## src/logic/mem_cfg_pkg.sv

```systemverilog
package mem_cfg_pkg;

   // data word and byte address widths
   localparam int word_bits = 32;
   localparam int addr_bits = 32;

   // 256 words, so a word index is 8 bits wide
   localparam int depth = 256;
   localparam int index_bits = 8;

   // the word index starts above the two byte offset bits
   localparam int index_lsb = 2;

endpackage
```

## src/logic/clear_counter.sv

```systemverilog
`timescale 1ns/1ps

module clear_counter
(
   input  logic                                clk,
   input  logic                                rst,
   input  logic                                clear_run,
   output logic [mem_cfg_pkg::index_bits-1:0]  clear_index,
   output logic                                clear_last
);

   localparam logic [mem_cfg_pkg::index_bits-1:0] last_index =
      mem_cfg_pkg::index_bits'(mem_cfg_pkg::depth - 1);

   // wraps back to 0 on the edge that writes the last word
   always_ff @(posedge clk)
   begin
      if (rst)
      begin
         clear_index <= '0;
      end
      else if (clear_run)
      begin
         clear_index <= clear_index + 1'b1;
      end
   end

   assign clear_last = (clear_index == last_index);

endmodule

```

## config.mk

```make
export PLATFORM = sky130hd
export DESIGN_NAME = clear_counter
export DESIGN_NICKNAME = d
export VERILOG_FILES = /design/src/logic/mem_cfg_pkg.sv /design/src/logic/clear_counter.sv
export SDC_FILE = /design/constraint.sdc
export NUM_CORES = 1
export LEC_CHECK = 0
export BUFFER_PORTS_ARGS = -buffer_cell sky130_fd_sc_hd__buf_2
export CAP_MARGIN = 20
export CELL_PAD_IN_SITES_DETAIL_PLACEMENT = 1
export CELL_PAD_IN_SITES_GLOBAL_PLACEMENT = 1
export CORE_AREA = 2 2 39 41
export CTS_CLUSTER_SIZE = 24
export DETAILED_ROUTE_END_ITERATION = 7
export DIE_AREA = 0 0 41 43
export PLACE_DENSITY = 0.65
export SYNTH_ARGS = -nofsm -noshare
export SYNTH_HDL_FRONTEND = slang
export SYNTH_SLANG_ARGS = --single-unit
export TNS_END_PERCENT = 30
```

## constraint.sdc

```tcl
create_clock -name clk -period 3.3 [get_ports clk]
set_input_delay 0.66 -clock clk [delete_from_list [all_inputs] [get_ports clk]]
set_output_delay 0.66 -clock clk [all_outputs]
set_load 0.005 [all_outputs]
```

==> results.json <==
{
  "synthTopCellsByArea": "dfxtp_1 46%, xor2_1 7.6%, nor2_1 6.5%",
  "antenna_found_initial": 0,
  "avgSynthCellArea_sq_um": 8.85,
  "tightestPinTransition_ns": 0.239,
  "grt_util_all_layers_pct": 10.4,
  "hpwl_microns": 614,
  "synthAdderAreaFrac_pct": 3.62,
  "regArea_sq_um": 160,
  "antennaDiodeCount": 0,
  "ys_async_sr_fraction_pct": 0,
  "portBuffers": 11,
  "grt_max_degree": 9,
  "die_height_microns": 43,
  "first_pass_iters": 1,
  "areaGrowthSynthToFinish_pct": 25.7,
  "placed_area_sq_um": 412,
  "maxSlewHeadroom_pct": 84.0,
  "grt_pass1_wl_microns": 1210,
  "root_buffer": "clkbuf_4",
  "yosys_warnings": 0,
  "finalNonFillerCells": 67,
  "worstSetupStartpointType": "flop",
  "drt-total-wl_microns": 787,
  "max_freq_mhz": 542,
  "die_x_microns": 41,
  "netlist_top_cells_count": "8 x dfxtp_1, 6 x nor2_1",
  "synth_largest_area_cell": "dfxtp_1",
  "hold_path.class": "flop to flop",
  "post-cts-setup-buffers": 0,
  "avgViaCountPerCell": 4.76,
  "path_max_fanout": 4,
  "ys_types": 15,
  "nFillCells": 177,
  "yosysTopAreaCellShare_pct": 46.4,
  "pre_cts_slack_ns": 1.72,
  "fin_crit_sh_pct": 55.9,
  "grt_overflow_total": 0,
  "setup.worst_path.class": "flop to output pin",
  "largest_register": "clear_index",
  "cts_buffers": 3,
  "clk_pin_slew_ns": 0.06,
  "place.gp.congestion": 0.660,
  "synth_flop_cell": "dfxtp_1",
  "synth-edff-count": 0,
  "leakagePower_uw": 0.000196,
  "dp_cells": 64,
  "powerDensity_nw_per_um2": 439,
  "skew_ns": 0.00107,
  "synth.most_common_cell": "dfxtp_1",
  "min_period_ns": 1.85,
  "hold_viol": 0,
  "finalNetCount": 57,
  "synth_compound_area_share_pct": 8.70,
  "status": "completed",
  "h-tree-depth": 1,
  "synthXorXnorAreaFrac_pct": 10.1,
  "peakVddDrop_v": 0.000149,
  "synth_top_family_by_area": "simple AND/OR/NAND/NOR gates",
  "drive_above_1_share_pct": 29.4,
  "postCtsResizedCells": 0,
  "core_area_sq_um": 1380,
  "required_ns": 2.64,
  "cts_max_path_buffers": 2,
  "final_max_slew_viol_count": 0,
  "avgRoutedWirePerCell_microns": 11.7,
  "fp-row-count": 14,
  "ys_ff_latch": 8,
  "boundaryPins": 12,
  "synth_area_sq_um": 345,
  "rsz0062_at_grt": "no",
  "syn-instance-count": 39,
  "drc": 0,
  "crit_path_end_kind": "output pin",
  "final_area_sq_um": 434,
  "seq_area_frac_synth_pct": 46.4,
  "synth_fp_nets": 43,
  "cts.sinks": 8,
  "grt_pass1_vias": 285,
  "largest_reg_flops": 8,
  "fin_ws_ns": 1.45,
  "multi_input_comb_area_sq_um": 176,
  "start_util_pct": 25.0,
  "arrival_ns": 1.19,
  "setup_viol": 0,
  "hold_buffers": 0,
  "ant_nets": 0,
  "insertion_delay_ns": 0.24,
  "reg_top3": "clear_index: 8 flops",
  "synth-simple-area-share_pct": 25.7,
  "drv_cap": 0,
  "finalSetupTns_ns": 0,
  "vias": 319,
  "dieArea_sq_um": 1760,
  "cts_tree": "done",
  "synth.area.mux_share_pct": 2.90,
  "drt_iter0_drc": 0
}
## metal layers
layer,share of wire (%),GRT usage (%)
met5,0,0
met1,44,13.8
met2,51,14.4
met4,0,4.00
met3,5.1,4.71
## report_power, final
part / internal [uW] / total [uW] / switching [uW]
logic: 6.19 / 12.7 / 6.53
clock network: 41.7 / 75.3 / 33.7
registers: 99.3 / 103 / 3.46
## worst paths after layout
| check | slack (ns) | from | to | cells after the start |
|---|---|---|---|---|
| worst max-delay path | 1.45 | clear_index[0] | clear_last | 4 |
| worst min register to register | 0.52 | clear_index[7] | clear_index[7] | 2 |
| worst max register to register | 2.00 | clear_index[0] | clear_index[6] | 4 |
| worst min-delay path | 0.52 | clear_index[7] | clear_index[7] | 2 |
## area by class of cell
cell class / count / share of cell area, %
multi-input combinational: 29 / 40.6
timing repair buffer: 11 / 12.7
clock buffer: 3 / 5.19
tap: 16 / 4.61
sequential: 8 / 36.9
## cell usage in the layout, fill, tap and decap left out, drive strengths merged
cell    Yosys  layout
buf         2      11
dfxtp       8       8
nor2        6       6
nand3       3       3
o21ai       3       3
or3         3       3
a21oi       3       3
xor2        3       3
clkbuf      0       3
nand4       3       3
nand2       2       2
mux2i       1       1
xnor2       1       1
ha          1       1
## cells by family after synthesis
logic type      count (synthesis)
buf+inv                         2
flops                           8
simple gates                   17
fa+ha+maj                       1
xor+xnor                        4
mux                             1
compound gates                  6
## worst max-delay path, cell delays in order, from the launching register on
cell     delay (ns)
dfxtp_1        0.40
ha_1           0.25
nand3_1        0.09
nor2_1         0.08
buf_2          0.11
## stage by stage
step           power (uW)  utilization (%)  hold WS (ns)
3_3_place_gp          118             29.7         0.495
5_1_grt               203             31.4         0.553
4_1_cts               194             31.4         0.528
2_1_floorplan         113                -         0.487
3_5_place_dp          118             29.7         0.519
6_report              191             31.4         0.519
(Power assumes the default switching activity.)
