## src/logic/mem_cfg_pkg.sv

```systemverilog
package mem_cfg_pkg;

   // data word and byte address widths
   localparam int word_bits = 32;
   localparam int addr_bits = 32;

   // 256 words, so a word index is 8 bits wide
   localparam int depth = 256;
   localparam int index_bits = 8;

   // the word index starts above the two byte offset bits
   localparam int index_lsb = 2;

endpackage
```

## src/logic/mem_access_pkg.sv

```systemverilog
package mem_access_pkg;

   // bits 1:0 give the size (byte, half, word), bit 2 marks an unsigned load
   // and bit 3 marks a store
   typedef enum logic [3:0]
   {
      op_lb  = 4'b0000,
      op_lh  = 4'b0001,
      op_lw  = 4'b0010,
      op_lbu = 4'b0100,
      op_lhu = 4'b0101,
      op_sb  = 4'b1000,
      op_sh  = 4'b1001,
      op_sw  = 4'b1010
   } mem_op_t;

   typedef enum logic [1:0]
   {
      st_clear  = 2'b00,
      st_idle   = 2'b01,
      st_access = 2'b10
   } ctrl_state_t;

   typedef struct packed
   {
      mem_op_t                             op;
      logic [mem_cfg_pkg::addr_bits-1:0]   addr;
      logic [mem_cfg_pkg::word_bits-1:0]   wdata;
   } mem_req_t;

   typedef struct packed
   {
      logic [mem_cfg_pkg::word_bits-1:0]   rdata;
   } mem_rsp_t;

endpackage

```

## src/logic/load_extract.sv

```systemverilog
`timescale 1ns/1ps

module load_extract
(
   input  mem_access_pkg::mem_req_t            req,
   input  logic [mem_cfg_pkg::word_bits-1:0]   old_word,
   output logic [mem_cfg_pkg::word_bits-1:0]   load_word
);

   logic [7:0]  byte_lane;
   logic [15:0] half_lane;

   assign byte_lane = old_word[{req.addr[1:0], 3'b000} +: 8];
   assign half_lane = req.addr[1] ? old_word[31:16] : old_word[15:0];

   always_comb
   begin
      case (req.op)
         mem_access_pkg::op_lb:
         begin
            load_word = {{(mem_cfg_pkg::word_bits-8){byte_lane[7]}}, byte_lane};
         end
         mem_access_pkg::op_lbu:
         begin
            load_word = {{(mem_cfg_pkg::word_bits-8){1'b0}}, byte_lane};
         end
         mem_access_pkg::op_lh:
         begin
            load_word = {{(mem_cfg_pkg::word_bits-16){half_lane[15]}}, half_lane};
         end
         mem_access_pkg::op_lhu:
         begin
            load_word = {{(mem_cfg_pkg::word_bits-16){1'b0}}, half_lane};
         end
         // op_lw and the store ops see the whole word
         default:
         begin
            load_word = old_word;
         end
      endcase
   end

endmodule

```

## config.mk

```make
export PLATFORM = sky130hd
export DESIGN_NAME = load_extract
export DESIGN_NICKNAME = d
export VERILOG_FILES = /design/src/logic/mem_cfg_pkg.sv /design/src/logic/mem_access_pkg.sv /design/src/logic/load_extract.sv
export SDC_FILE = /design/constraint.sdc
export NUM_CORES = 1
export LEC_CHECK = 0
export ABC_AREA = 0
export BUFFER_PORTS_ARGS = -buffer_cell sky130_fd_sc_hd__buf_2
export CORE_AREA = 2 2 42 82
export DETAILED_ROUTE_END_ITERATION = 12
export DIE_AREA = 0 0 44 84
export GPL_TIMING_DRIVEN = 0
export PLACE_DENSITY = 0.73
export SLEW_MARGIN = 20
export SYNTH_ARGS = -nofsm -noshare
export SYNTH_HDL_FRONTEND = slang
export SYNTH_SLANG_ARGS = --single-unit
```

## constraint.sdc

```tcl
create_clock -name vclk -period 2.1
set_clock_uncertainty 0.1 [all_clocks]
set_input_delay 0.525 -clock vclk [all_inputs]
set_output_delay 0.525 -clock vclk [all_outputs]
set_load 0.01 [all_outputs]
```

==> results.cfg <==
[placed_design]
place_congestion = 0.836
io_buffers = 69
placed_cells = 217
post-place-ws_ns = -0.544
dp_hpwl_um = 2570

[route]
drt-total-wl_um = 3740
vias_per_cell = 5.22
drt.antenna.violating_nets = 0
avgRoutedWirePerCell_um = 16.1
drt_iter0_markers = 21
drt-pass1-iter-count = 4
num_vias = 1212
drc = 0

[timing]
finalMaxSlewViolations = 0
tns_ns = -5.52
fmax_mhz = 427
fin_crit_sh_pct = 112
rsz0062_at_grt = yes
worst_pin_slew_ns = 0.386
max_slew_margin_pct = 74.3
setup_violations = 32
post-route-min-period_ns = 2.34
hold_viol_final = 0
worst_slack_ns = -0.243

[critical_path]
cp-start-kind = input pin
worstPathMaxFanout = 7
slowest_delay_ns = 0.25
end_kind = output pin
crit_arrival_ns = 1.72
slowest_stage = and2_4
cp_num_buf_inv = 4
cpLargestDelayFamily = buffers and inverters
cp_cell_sequence = buf_6, or2_1, buf_6, a21oi_4, and2_4, buf_12, a21oi_4, buf_2
critical_path_class = in -> out
cp.required_ns = 1.47

[clock_network]
ctsHoldBuffers = 0

[worst_hold_path]
min_path_type = in -> out

[global_routing]
grt_pass1_vias = 1260
grt_max_degree = 11
gr-total-overflow = 0
antenna_found_initial = 0
grt_pass1_wl_um = 5720
grtUsageTotal_pct = 19.6

[finish]
nClkBuffers = 0
antennaDiodeCount = 0
drive_gt1_share_pct = 66.7
area_delta_synth_final_pct = 132
flops_and_latches = 0
nFillCells = 319
final_cells = 232
regArea_um2 = 0
final_nets = 303
multi_input_area_um2 = 913

[logic_synthesis]
synth.distinct_cells = 27
post_synth_instance_area_um2 = 734
synth.net_count = 217
yosysWarnings = 0
synthCells = 117
yosysTopAreaCell = a21oi_2
yosysSeqAreaShare_pct = 0
synth_top_cell_area_share_pct = 14.3
syn_avg_cell_area_um2 = 6.28
yosys-top-cells-area = a21oi_2, a21oi_1, nand2_1, a22o_1, mux2i_1

[floorplanning]
die-area_mm2 = 0.00370
io-pin-count = 132
chipHeight_um = 84
die_x_um = 44
rows = 29
initial_utilization_pct = 23.5
core_mm2 = 0.00312

[pwr]
power.leakage_nw = 0.791
ir_drop_mv = 0.143
power_density_mw_per_mm2 = 266

[run_status]
violations = setup timing
outcome = finished with violations

[flow_run]
maxCapViolCount = 0
-- cell usage after synthesis --
cell type and n:
nand2_1 19, a21oi_1 16, a21oi_2 12, nor2_1 12
a22o_1 7, mux2i_1 6, o21ai_1 5, buf_2 4
clkbuf_1 4, inv_1 4, o22ai_1 4, a31oi_1 3
mux2_1 3, nand3_1 3, buf_6 2, or2_1 2
a22oi_1 1, a2bb2oi_2 1, and2_4 1, and2b_1 1
buf_12 1, clkinv_1 1, mux2_2 1, nand2b_1 1
o21a_1 1, o2bb2ai_1 1, o31ai_2 1
-- through the flow --
step / hold WS, ns / utilization (%) / area [µm²] / power (mW)
final: 1.28 / 54.6 / 1700 / 0.453
after CTS: 1.28 / 50.1 / 1560 / 0.409
after global placement: 1.28 / 38.6 / 1200 / 0.321
after detailed placement: 1.27 / 38.6 / 1200 / 0.322
after floorplan: 1.08 / - / 821 / 0.200
after global routing: 1.29 / 54.6 / 1700 / 0.483
-- area by class of cell --
type                       instances  area share [%]
inverter                           5            1.17
buffer                            10            8.52
multi-input combinational        101            53.6
timing repair buffer              85            34.4
tap                               31            2.28
-- power by group --
part	total (mW)	switching (mW)	internal [mW]
logic	0.453	0.219	0.234
registers	0	0	0
clock network	0	0	0
-- placed cells by master (no fill, tap or decap), types with 2 or more instances in the layout --
cell / instances
mux2_1: 2
nor2_2: 3
a21oi_1: 15
mux2i_4: 4
nor2_4: 2
buf_2: 59
o22ai_2: 2
nand3_1: 3
buf_4: 8
buf_8: 4
nor2_1: 7
buf_12: 2
a22o_1: 7
inv_1: 4
buf_6: 18
nand2_1: 18
mux2_4: 2
o22ai_1: 2
a31oi_4: 2
a21oi_4: 12
o21ai_1: 4
-- final timing paths --
check / from / to / slack (ns) / cells after the start
setup / recovery: req[67] / load_word[16] / -0.24 / 8
hold / removal: old_word[10] / load_word[10] / 1.28 / 3
-- what timing repair did --
action	in CTS	in global routing
setup endpoints to repair	32	32
setup buffers	10	4
gates resized for setup	54	23
pin swaps	19	6
gates cloned	2	0
-- routing by layer --
metal / wire length, µm / global-route usage (%)
met5: 0 / 0
met1: 1240 / 18.6
met3: 153 / 2.38
met4: 71 / 5.79
met2: 2280 / 39.7
-- logic make-up (layout without fill, tap and decap cells) --
kind of cell    Yosys count  count (layout)  share of synthesized area, %
compound gates           52              52                          49.9
simple gates             39              39                          22.7
buf+inv                  16             100                          13.1
mux                      10              10                          14.3
-- worst min-delay path: stages --
cell and delay [ns]:
buf_2 0.08, a22o_1 0.12, buf_2 0.12
No activity file was read; power rests on OpenSTA's default activity.
