==> src/logic/mem_cfg_pkg.sv <==
package mem_cfg_pkg;

   // data word and byte address widths
   localparam int word_bits = 32;
   localparam int addr_bits = 32;

   // 256 words, so a word index is 8 bits wide
   localparam int depth = 256;
   localparam int index_bits = 8;

   // the word index starts above the two byte offset bits
   localparam int index_lsb = 2;

endpackage
==> src/logic/mem_access_pkg.sv <==
package mem_access_pkg;

   // bits 1:0 give the size (byte, half, word), bit 2 marks an unsigned load
   // and bit 3 marks a store
   typedef enum logic [3:0]
   {
      op_lb  = 4'b0000,
      op_lh  = 4'b0001,
      op_lw  = 4'b0010,
      op_lbu = 4'b0100,
      op_lhu = 4'b0101,
      op_sb  = 4'b1000,
      op_sh  = 4'b1001,
      op_sw  = 4'b1010
   } mem_op_t;

   typedef enum logic [1:0]
   {
      st_clear  = 2'b00,
      st_idle   = 2'b01,
      st_access = 2'b10
   } ctrl_state_t;

   typedef struct packed
   {
      mem_op_t                             op;
      logic [mem_cfg_pkg::addr_bits-1:0]   addr;
      logic [mem_cfg_pkg::word_bits-1:0]   wdata;
   } mem_req_t;

   typedef struct packed
   {
      logic [mem_cfg_pkg::word_bits-1:0]   rdata;
   } mem_rsp_t;

endpackage

==> src/logic/store_merge.sv <==
`timescale 1ns/1ps

module store_merge
(
   input  mem_access_pkg::mem_req_t            req,
   input  logic [mem_cfg_pkg::word_bits-1:0]   old_word,
   output logic [mem_cfg_pkg::word_bits-1:0]   merged_word
);

   always_comb
   begin
      merged_word = old_word;
      case (req.op)
         mem_access_pkg::op_sb:
         begin
            merged_word[{req.addr[1:0], 3'b000} +: 8] = req.wdata[7:0];
         end
         mem_access_pkg::op_sh:
         begin
            // only offset bit 1 counts, bit 0 is ignored
            if (req.addr[1])
            begin
               merged_word[31:16] = req.wdata[15:0];
            end
            else
            begin
               merged_word[15:0] = req.wdata[15:0];
            end
         end
         mem_access_pkg::op_sw:
         begin
            merged_word = req.wdata;
         end
         default:
         begin
            merged_word = old_word;
         end
      endcase
   end

endmodule

==> config.mk <==
export PLATFORM = sky130hd
export DESIGN_NAME = store_merge
export DESIGN_NICKNAME = d
export VERILOG_FILES = /design/src/logic/mem_cfg_pkg.sv /design/src/logic/mem_access_pkg.sv /design/src/logic/store_merge.sv
export SDC_FILE = /design/constraint.sdc
export NUM_CORES = 1
export LEC_CHECK = 0
export CORE_ASPECT_RATIO = 0.75
export CORE_MARGIN = 4
export CORE_UTILIZATION = 60
export DETAILED_ROUTE_END_ITERATION = 8
export DONT_BUFFER_PORTS = 1
export PLACE_DENSITY = 0.74
export SYNTH_ARGS = -nofsm -noshare
export SYNTH_HDL_FRONTEND = slang
export SYNTH_SLANG_ARGS = --single-unit
==> constraint.sdc <==
create_clock -name vclk -period 2.3
set_input_delay 0.23 -clock vclk [all_inputs]
set_output_delay 0.23 -clock vclk [all_outputs]
set_load 0.05 [all_outputs]
==> flow_metrics.py <==
metrics = {
    "job": {
        "cap_violations": 0,
    },
    "sta": {
        "min_period_ns": 2.16,
        "rsz0062_at_grt": "no",
        "setup_ws_ns": 0.141,
        "tightest_slew_ns": 0.705,
        "min_period_over_period_pct": 93.9,
        "setup_viol_count_final": 0,
        "slew_viol_final": 0,
        "finalHoldViolCount": 0,
        "max_slew_margin_pct": 53.0,
        "fmax_mhz": 463,
    },
    "route": {
        "wirelength_mm": 6.54,
        "drt-initial-drc-count": 411,
        "dr.pass1.iters": 5,
        "drcViolationCount": 0,
        "vias": 2222,
        "antenna_left": 0,
        "via_per_inst": 7.69,
        "wire_per_inst_um": 22.6,
    },
    "critical_path": {
        "crit_chain": "inv_1 > ha_1 > or2_2 > o21ai_0 > o221ai_1 > a21oi_4",
        "max_stage_delay_ns": 0.41,
        "arrival_ns": 1.93,
        "crit_path_top_delay_cell": "a21oi_4",
        "start_kind": "input pin",
        "crit_buf_inv": 1,
        "crit_type": "in -> out",
        "cp-end-kind": "output port",
        "critical_path.max_fanout": 10,
        "critical-path-top-delay-family": "compound AO/OA/AOI/OAI gates",
        "crit_required_ns": 2.07,
    },
    "layout": {
        "utilization_pct": 87.5,
        "num-clock-buffers": 0,
        "design.seq.count": 0,
        "area_growth_pct": 33.5,
        "diodes": 0,
        "nets": 362,
        "ff_latch_area_um2": 0,
        "drive_gt1_share_pct": 22.4,
    },
    "synth": {
        "yosys.cell_types.count": 47,
        "seq_area_frac_synth_pct": 0,
        "synth_top_area_share_pct": 10.8,
        "syn_nets": 347,
        "netlist_top_cells_count": "31 x nand2_1, 18 x inv_1, 18 x nor2b_1",
        "synth_area_um2": 1570,
        "synth_area_leaders": "a221o_1 11%, a221oi_1 8.3%, nand2_1 7.4%",
        "yosysWarningCount": 0,
        "synth_area_per_cell_um2": 6.50,
        "synthCells": 242,
        "yosysMostFrequentCell": "nand2_1",
        "synth.largest_area_cell": "a221o_1",
    },
    "global_route": {
        "grt_pass1_vias": 2093,
        "grt_first_pass_wirelength_mm": 9.87,
        "grt_max_degree": 54,
        "grt_usage_pct": 35.7,
        "grt.overflow.total": 0,
        "grt_antenna_before_repair": 0,
    },
    "floorplanning": {
        "rows": 15,
        "die_area_um2": 3520,
        "start_util_pct": 65.5,
        "die_y_um": 52.4,
        "die_w_um": 67.1,
        "ioPinCount": 132,
        "core_um2": 2400,
    },
    "power": {
        "power_density_nw_per_um2": 284,
        "clkPwrFrac_pct": 0,
        "irDropWorstVdd_v": 0.000168,
        "p_comb_share_pct": 100.0,
        "leakage_nw": 0.800,
        "swShare_pct": 57.8,
        "p_sw_mw": 0.345,
        "p_int_mw": 0.252,
        "p_seq_share_pct": 0,
    },
    "worst_hold_path": {
        "min_path_cells": 3,
        "hold_path.class": "in -> out",
        "hold_end": "merged_word[12]",
        "holdCritStartpoint": "old_word[12]",
    },
    "placed_design": {
        "dp_slack_ns": 0.107,
        "post-dp-hpwl_mm": 5.06,
        "gp_congestion": 0.880,
        "port-buffer-count": 0,
    },
    "clock_tree": {
        "ctsHoldBuffers": 0,
    },
    "run_status": {
        "status": "completed",
    },
}
## worst max-delay path by stage
stage             from               to  slack [ns]  depth (start not counted)
2_1_floorplan  req[33]   merged_word[1]       -0.01                          7
3_3_place_gp   req[32]   merged_word[3]        0.22                          6
3_5_place_dp   req[66]  merged_word[22]        0.11                          5
4_1_cts        req[66]  merged_word[22]        0.10                          5
5_1_grt        req[32]   merged_word[3]        0.09                          6
6_report       req[32]   merged_word[3]        0.14                          6
## stage by stage
step	setup TNS, ns	cells	hold slack [ns]	cell area (µm²)	total power [mW]
2_1_floorplan	-0.0119	242	0.703	1640	0.409
3_3_place_gp	0	289	0.751	2100	0.574
3_5_place_dp	0	289	0.759	2100	0.591
4_1_cts	0	289	0.760	2100	0.593
5_1_grt	0	289	0.771	2100	0.622
6_report	0	289	0.758	2100	0.597
## layer usage
metal	up-vias	part of all wire (%)	global-route usage, %
li1	971	-	-
met1	1034	36	44.8
met2	190	49	61.0
met3	27	13	6.22
met4	0	2.4	12.1
met5	-	0	0
## area by class of cell
cell class                 instances  area [µm²]
inverter                          18        67.6
multi-input combinational        203        1470
tap                               34        42.5
fill                             128         300
timing repair buffer              34         518
## power groups by stage
stage               clock network, mW  registers, mW  logic [mW]
floorplan                           0              0       0.409
global placement                    0              0       0.574
detailed placement                  0              0       0.591
CTS                                 0              0       0.593
global route                        0              0       0.622
finish                              0              0       0.597
## placed cells by master (no fill, tap or decap), types with 3 or more instances in the layout
master,count
a221oi_1,15
o31ai_1,4
a31oi_2,5
nor3_1,16
ha_1,5
o21ai_1,5
o22ai_1,6
inv_1,18
buf_4,13
buf_12,21
nand2b_1,6
a21oi_2,3
a21oi_1,6
nor2b_1,18
nand2_1,31
nand3_1,5
a222oi_1,3
a221o_1,17
nor2_1,9
o221ai_1,4
o21ai_0,8
o41ai_1,4
a21oi_4,4
## logic make-up after synthesis
family	synth area share, %
compound gates	48.1
mux	1.99
fa+ha+maj	3.97
simple gates	35.0
buf+inv	11.0
## what timing repair did
| action | 4_1_cts | 5_1_grt |
|---|---|---|
| setup buffers | 0 | 0 |
| resized for setup | 0 | 1 |
| endpoints found under the setup margin | 0 | 1 |
## tightest hold or removal path, stage by stage
cell     delay (ns)
a22oi_1        0.04
nand2_1        0.06
buf_4          0.19
No activity file was read; power rests on OpenSTA's default activity.
