<file path="src/logic/mem_cfg_pkg.sv">
package mem_cfg_pkg;

   // data word and byte address widths
   localparam int word_bits = 32;
   localparam int addr_bits = 32;

   // 256 words, so a word index is 8 bits wide
   localparam int depth = 256;
   localparam int index_bits = 8;

   // the word index starts above the two byte offset bits
   localparam int index_lsb = 2;

endpackage
</file>
<file path="src/logic/mem_access_pkg.sv">
package mem_access_pkg;

   // bits 1:0 give the size (byte, half, word), bit 2 marks an unsigned load
   // and bit 3 marks a store
   typedef enum logic [3:0]
   {
      op_lb  = 4'b0000,
      op_lh  = 4'b0001,
      op_lw  = 4'b0010,
      op_lbu = 4'b0100,
      op_lhu = 4'b0101,
      op_sb  = 4'b1000,
      op_sh  = 4'b1001,
      op_sw  = 4'b1010
   } mem_op_t;

   typedef enum logic [1:0]
   {
      st_clear  = 2'b00,
      st_idle   = 2'b01,
      st_access = 2'b10
   } ctrl_state_t;

   typedef struct packed
   {
      mem_op_t                             op;
      logic [mem_cfg_pkg::addr_bits-1:0]   addr;
      logic [mem_cfg_pkg::word_bits-1:0]   wdata;
   } mem_req_t;

   typedef struct packed
   {
      logic [mem_cfg_pkg::word_bits-1:0]   rdata;
   } mem_rsp_t;

endpackage

</file>
<file path="src/logic/access_ctrl.sv">
`timescale 1ns/1ps

module access_ctrl
(
   input  logic                                clk,
   input  logic                                rst,
   input  logic                                req,
   input  mem_access_pkg::mem_req_t            req_in,
   input  logic [mem_cfg_pkg::index_bits-1:0]  clear_index,
   input  logic                                clear_last,
   output logic                                clear_run,
   input  logic [mem_cfg_pkg::word_bits-1:0]   merged_word,
   input  logic [mem_cfg_pkg::word_bits-1:0]   load_word,
   output mem_access_pkg::mem_req_t            held_req,
   output logic                                wr_en,
   output logic [mem_cfg_pkg::index_bits-1:0]  wr_index,
   output logic [mem_cfg_pkg::word_bits-1:0]   wr_data,
   output logic                                ready,
   output logic                                done,
   output mem_access_pkg::mem_rsp_t            rsp
);

   mem_access_pkg::ctrl_state_t state;
   logic                        is_store;

   assign is_store = held_req.op inside {mem_access_pkg::op_sb, mem_access_pkg::op_sh,
                                         mem_access_pkg::op_sw};

   assign clear_run = (state == mem_access_pkg::st_clear);
   assign ready     = (state == mem_access_pkg::st_idle);

   // the sweep owns the write port until it finishes
   always_comb
   begin
      wr_en    = 1'b0;
      wr_index = held_req.addr[mem_cfg_pkg::index_lsb +: mem_cfg_pkg::index_bits];
      wr_data  = merged_word;
      if (state == mem_access_pkg::st_clear)
      begin
         wr_en    = 1'b1;
         wr_index = clear_index;
         wr_data  = '0;
      end
      else if (state == mem_access_pkg::st_access)
      begin
         wr_en = is_store;
      end
   end

   always_ff @(posedge clk)
   begin
      if (rst)
      begin
         state <= mem_access_pkg::st_clear;
         done  <= 1'b0;
         rsp   <= '0;
      end
      else
      begin
         done <= 1'b0;
         case (state)
            mem_access_pkg::st_clear:
            begin
               if (clear_last)
               begin
                  state <= mem_access_pkg::st_idle;
               end
            end
            mem_access_pkg::st_idle:
            begin
               if (req)
               begin
                  state <= mem_access_pkg::st_access;
               end
            end
            mem_access_pkg::st_access:
            begin
               // stores keep the last load result in rsp
               if (!is_store)
               begin
                  rsp.rdata <= load_word;
               end
               done  <= 1'b1;
               state <= mem_access_pkg::st_idle;
            end
            default:
            begin
               state <= mem_access_pkg::st_clear;
            end
         endcase
      end
   end

   always_ff @(posedge clk)
   begin
      if (ready && req)
      begin
         held_req <= req_in;
      end
   end

endmodule

</file>
<file path="config.mk">
export PLATFORM = sky130hd
export DESIGN_NAME = access_ctrl
export DESIGN_NICKNAME = d
export VERILOG_FILES = /design/src/logic/mem_cfg_pkg.sv /design/src/logic/mem_access_pkg.sv /design/src/logic/access_ctrl.sv
export SDC_FILE = /design/constraint.sdc
export NUM_CORES = 1
export LEC_CHECK = 0
export BUFFER_PORTS_ARGS = -buffer_cell sky130_fd_sc_hd__buf_2
export CAP_MARGIN = 20
export CORE_ASPECT_RATIO = 1.1
export CORE_MARGIN = 4
export CORE_UTILIZATION = 30
export CTS_CLUSTER_SIZE = 30
export DETAILED_ROUTE_END_ITERATION = 10
export PLACE_DENSITY = 0.59
export SLEW_MARGIN = 20
export SYNTH_ARGS = -nofsm -noshare
export SYNTH_HDL_FRONTEND = slang
export SYNTH_SLANG_ARGS = --single-unit
</file>
<file path="constraint.sdc">
create_clock -name clk -period 7.9 [get_ports clk]
set_input_delay 0.395 -clock clk [delete_from_list [all_inputs] [get_ports clk]]
set_output_delay 0.395 -clock clk [all_outputs]
set_load 0.005 [all_outputs]
</file>
==> results of run 1 <==
cells by family (layout without fill, tap and decap cells):
kind of cell | after synthesis | in the layout | share of synthesized area [%]
flops | 103 | 103 | 69.96
other cells | 0 | 1 | 0
compound gates | 4 | 4 | 0.9895
simple gates | 105 | 105 | 16.53
buf+inv | 15 | 307 | 2.043
mux | 40 | 40 | 10.47
synth_stat cells, drive strengths merged:
cell	n	area share (%)
a21oi	2	0.26
a31oi	1	0.54
and2	1	0.16
buf	4	0.99
clkbuf	10	0.96
dfxtp	35	18
edfxtp	68	52
inv	1	0.096
mux2	8	2.3
mux2i	32	8.2
nand2	1	0.096
nand2b	66	11
nand3	1	0.13
nor2	2	0.19
nor2b	34	5.4
o21bai	1	0.19
worst min-delay path by stage:
stage,from,to,slack [ns],depth (start not counted)
2_1_floorplan,rsp[0],rsp[0],0.46,2
3_3_place_gp,rsp[16],rsp[16],0.46,2
3_5_place_dp,rsp[8],rsp[8],0.46,2
4_1_cts,req_in[56],held_req[56],0.21,1
5_1_grt,req_in[17],held_req[17],0.20,1
6_report,req_in[50],held_req[50],0.22,1
flip-flops by register name, summed over array words and instances (netlist names):
name / cells
done: 1
held_req: 68
rsp: 32
state: 2
where the power goes:
group / internal [uW] / switching (uW)
Combinational: 64.6 / 53.9
Clock: 252 / 199
Sequential: 593 / 5.63
layer usage:
layer | vias up | global-route usage, % | share of wire [%]
li1 | 1487 | - | -
met1 | 1443 | 14.35 | 33
met2 | 161 | 27.62 | 53
met3 | 22 | 4.485 | 10
met4 | 2 | 7.220 | 2.8
met5 | - | 0 | 0.11
final cells by class:
| class | instances | share of cell area [%] |
|---|---|---|
| sequential | 103 | 47.21 |
| timing repair buffer | 290 | 25.11 |
| multi-input combinational | 149 | 18.95 |
| clock buffer | 10 | 3.941 |
| tap | 157 | 3.381 |
| clock inverter | 6 | 1.292 |
| inverter | 1 | 0.06461 |
| antenna | 1 | 0.04308 |
per-stage QoR:
| step | total power, uW | utilization, % |
|---|---|---|
| after floorplan | 657.6 | - |
| after global placement | 728.7 | 43.34 |
| after detailed placement | 732.0 | 43.34 |
| after CTS | 1191 | 45.73 |
| after global routing | 1225 | 45.75 |
| final | 1167 | 45.75 |
==> results.cfg, run 1 <==
[worst_hold_path]
hold_class = in2reg

[placement]
hpwl_um = 9374
io_buffers = 287
placed_area_um2 = 5503
place_inst = 700
dp_slack_ns = 6.057
gp_congestion = 0.8203

[setup_path]
critPathLaunchType = register
reg2reg_to = held_req[3]
path_cells = nor2_2 > buf_4 > mux2_2 > buf_2
worst-path-max-fanout = 41
crit_path_end_kind = primary output
startpoint = state[1]
reg2reg_depth = 3
crit_family = buffers and inverters
cp.arrival_ns = 1.71
path_class = reg2out
crit_cells = 4
worstSetupEndpoint = wr_index[6]
cp_slowest_cell = mux2_2
rr_startpoint = state[0]
cpPeakStageDelay_ns = 0.39
critPathBufInv = 2
cp_data_required_time_ns = 7.51
reg2reg_slack_ns = 6.05

[yosys]
yosysWarnings = 0
syn_area_per_cell_um2 = 14.68
synth-seq-cells = 103
syn_nets = 411
syn_inst = 267
synth_area_um2 = 3920
synth_cell_types = 17
yosysSeqAreaShare_pct = 69.96

[layout]
num-nets-final = 698
syn2layout_area_growth_pct = 48.20
layout.cells.most_common = buf_2
final_cell_mix = 287 x buf_2, 68 x edfxtp_1, 66 x nand2b_1
fill_cells = 1180
multi_input_area_um2 = 1101
drive_gt1_share_pct = 56.53
final_area_um2 = 5809
regArea_um2 = 2743
layout.cells.non_filler = 717

[routing]
vias = 3115
routedWlPerCell_um = 16.26
drc = 0
firstDrtPassIters = 4
finalWirelength_um = 11660
vias_per_cell = 4.344
drt-initial-drc-count = 76
ant_nets = 0

[global_routing]
grt_pass1_vias = 3126
grt_max_degree = 70
grt.total_usage_pct = 14.75
grt_pass1_wl_um = 16400
grt_overflow_total = 0
grt_antenna_before_repair = 2

[clocking]
h-tree-depth = 3
cts_tree = yes
cts_buffers = 9
insertion_delay_ns = 0.34
ctsResizeCount = 0
cts_hold_buffers = 0
cts_setup_buffers = 0
path_clk_slew_ns = 0.07
ctsRootBufferMaster = clkbuf_16
clk_path_buf_depth = 2
cts_sinks = 103

[timing]
max_freq_ghz = 0.4755
timing.final.ws_setup_ns = 5.797
rsz0062_at_grt = no
holdWs_ns = 0.2222
hold_violations = 0
finalCritPeriodShare_pct = 26.62
setup_viol = 0
slew_violations = 0
period_minus_slack_ns = 2.103
finClkSkew_ns = 0.01045
maxSlewHeadroom_pct = 42.43
fin_setup_tns_ns = 0
tightestPinTransition_ns = 0.8636

[floorplanning]
fp.dieW_um = 117.0
die_area_um2 = 14960
coreArea_um2 = 12700
rows = 43
io_pins = 288
die_y_um = 127.9
start_util_pct = 30.87

[power]
leakagePower_uw = 0.002602
ir_drop_v = 0.0001289
cellPowerDensity_nw_per_um2 = 200.9

[run]
max-cap-violations = 0

[outcome]
outcome = completed
No activity file was read; power rests on OpenSTA's default activity.
==> inputs of run 2 (changes only) <==
PLACE_DENSITY = 0.62   (was 0.59)
clock period = 1.85 ns   (was 7.9 ns; I/O delays follow)
==> run 2 against run 1 <==
Register-to-register slack worse by 5.7 ns. Clock skew down 0.0049 ns. Combinational power rose to 5.8 times the previous value. Sequential share of layout area down 6.5 points. Routed wire length up 8.8%. Clock power rose to 4.1 times the previous value. Worst setup slack worse by 5.6 ns. First-iteration DRC count up 22%. Global-route usage up 1.7 points. Critical path type unchanged. Critical endpoint is now wr_data[30]. Largest power group unchanged. Highest routed layer is now met4.
==> results.cfg, run 2 (synthesis results as in run 1) <==
[outcome]
outcome = completed

[layout]
layout.cells.most_common = buf_2
n_antenna_cell = 0
largest_register_ffs = 68
regMostFlops = held_req
syn2layout_area_growth_pct = 71.91
drive_gt1_share_pct = 49.15
layout.cells.non_filler = 806
top_regs = held_req (68), rsp (32), state (2)
final_area_um2 = 6739
num-nets-final = 788
final_cell_mix = 287 x buf_2, 87 x dlygate4sd3_1, 68 x edfxtp_1

[timing]
rsz0062_at_grt = no
finalCritPeriodShare_pct = 89.17
maxSlewHeadroom_pct = 66.70
slew_violations = 0
tightestPinTransition_ns = 0.4995
hold_violations = 0
period_minus_slack_ns = 1.650
setup_viol = 0
max_freq_ghz = 0.6062
fin_setup_tns_ns = 0
finClkSkew_ns = 0.005581

[power]
power.share.clock_pct = 36.4
switching_share_pct = 23.48
pwr-share-seq_pct = 50.2
cellPowerDensity_nw_per_um2 = 755.0
ir_drop_v = 0.0005140
power_uw = 5088
leakagePower_uw = 0.002991
p_comb_share_pct = 13.4
net-switching-power_uw = 1195
intPower_uw = 3893

[routing]
drc = 0
vias_per_cell = 4.309
finalWirelength_um = 12680
drt-initial-drc-count = 93
routedWlPerCell_um = 15.73
vias = 3473
firstDrtPassIters = 4
ant_nets = 0

[run]
max-cap-violations = 0

[global_routing]
grt_overflow_total = 0
grt.total_usage_pct = 16.42
grt_pass1_vias = 3658
grt_antenna_before_repair = 0
grt_max_degree = 40
grt_pass1_wl_um = 18640

[setup_path]
crit_path_end_kind = primary output
cp_data_required_time_ns = 1.76
path_cells = nor2_2 > buf_4 > buf_4 > nor2b_1 > buf_2
path_class = reg2out
cp.arrival_ns = 1.56
critPathLaunchType = register
crit_family = buffers and inverters
cpPeakStageDelay_ns = 0.35
worst-path-max-fanout = 24
cp_slowest_cell = dfxtp_1
critPathBufInv = 3
cpMostUsedCell = buf_4

[clocking]
h-tree-depth = 3
path_clk_slew_ns = 0.07
clk_path_buf_depth = 2
cts_buffers = 9
cts_tree = yes
ctsRootBufferMaster = clkbuf_16
insertion_delay_ns = 0.34
ctsResizeCount = 0
cts_sinks = 103

[floorplanning]
io_pins = 288
rows = 43
die_y_um = 127.9
start_util_pct = 30.87
die_area_um2 = 14960
fp.dieW_um = 117.0
coreArea_um2 = 12700

[placement]
gp_congestion = 0.8205
hpwl_um = 9187
place_inst = 703
io_buffers = 287
placed_area_um2 = 5577

[worst_hold_path]
hold_class = in2reg
run 2: cell types whose count changed in the layout (fill, tap and decap cells not counted):
| cell | before | now |
|---|---|---|
| clkinv_4 | 0 | 1 |
| buf_12 | 0 | 4 |
| clkinvlp_4 | 1 | 0 |
| buf_4 | 3 | 2 |
| and2_2 | 1 | 0 |
| and2_4 | 0 | 1 |
| dlygate4sd3_1 | 0 | 87 |
| diode_2 | 1 | 0 |
| clkinv_8 | 0 | 1 |
| bufinv_16 | 1 | 0 |
run 2: layer usage:
metal / vias up / part of all wire [%] / track usage (%)
li1: 1666 / - / -
met1: 1608 / 36 / 17.09
met2: 176 / 53 / 30.77
met3: 23 / 8.3 / 3.541
met4: 0 / 2.9 / 7.557
met5: - / 0 / 0
run 2: path summary, 6_finish.rpt:
kind	start	to	slack, ns	cells past startpoint
setup / recovery	state[1]	wr_data[30]	0.20	5
hold / removal	load_word[6]	rsp[6]	0.02	3
setup reg to reg	state[0]	held_req[16]	0.31	3
hold reg to reg	rsp[14]	rsp[14]	0.47	2
run 2: through the flow:
stage | worst slack [ns] | hold WS (ns) | utilization [%]
floorplan | 0.2839 | 0.1914 | -
global placement | 0.3522 | 0.2691 | 43.92
detailed placement | 0.3184 | 0.2706 | 43.92
CTS | 0.1665 | 0.0006052 | 53.07
global route | 0.06923 | 0.01755 | 53.07
finish | 0.2003 | 0.01559 | 53.07
run 2: worst register-to-register path: stages (launching register included):
cell     delay [ns]
dfxtp_1        0.39
nor2b_1        0.24
and2_4         0.37
buf_12         0.23
run 2: final cells by class:
class | count | area (um^2)
timing repair buffer | 380 | 2402
multi-input combinational | 149 | 1102
fill | 1086 | 5958
sequential | 103 | 2743
inverter | 1 | 3.754
clock inverter | 6 | 62.56
clock buffer | 10 | 229.0
tap | 157 | 196.4
run 2: power groups by stage:
stage          registers, uW  clock network (uW)  logic [uW]
4_1_cts                 2550                1940         686
3_3_place_gp            2600                   0         531
5_1_grt                 2560                2020         742
3_5_place_dp            2610                   0         538
2_1_floorplan           2610                   0         192
6_report                2550                1850         680
run 2: timing repair:
action / CTS / global route
setup endpoints to repair: 0 / 0
hold endpoints to repair: 87 / 0
buffers inserted: 0 / 0
hold buffers: 87 / 0
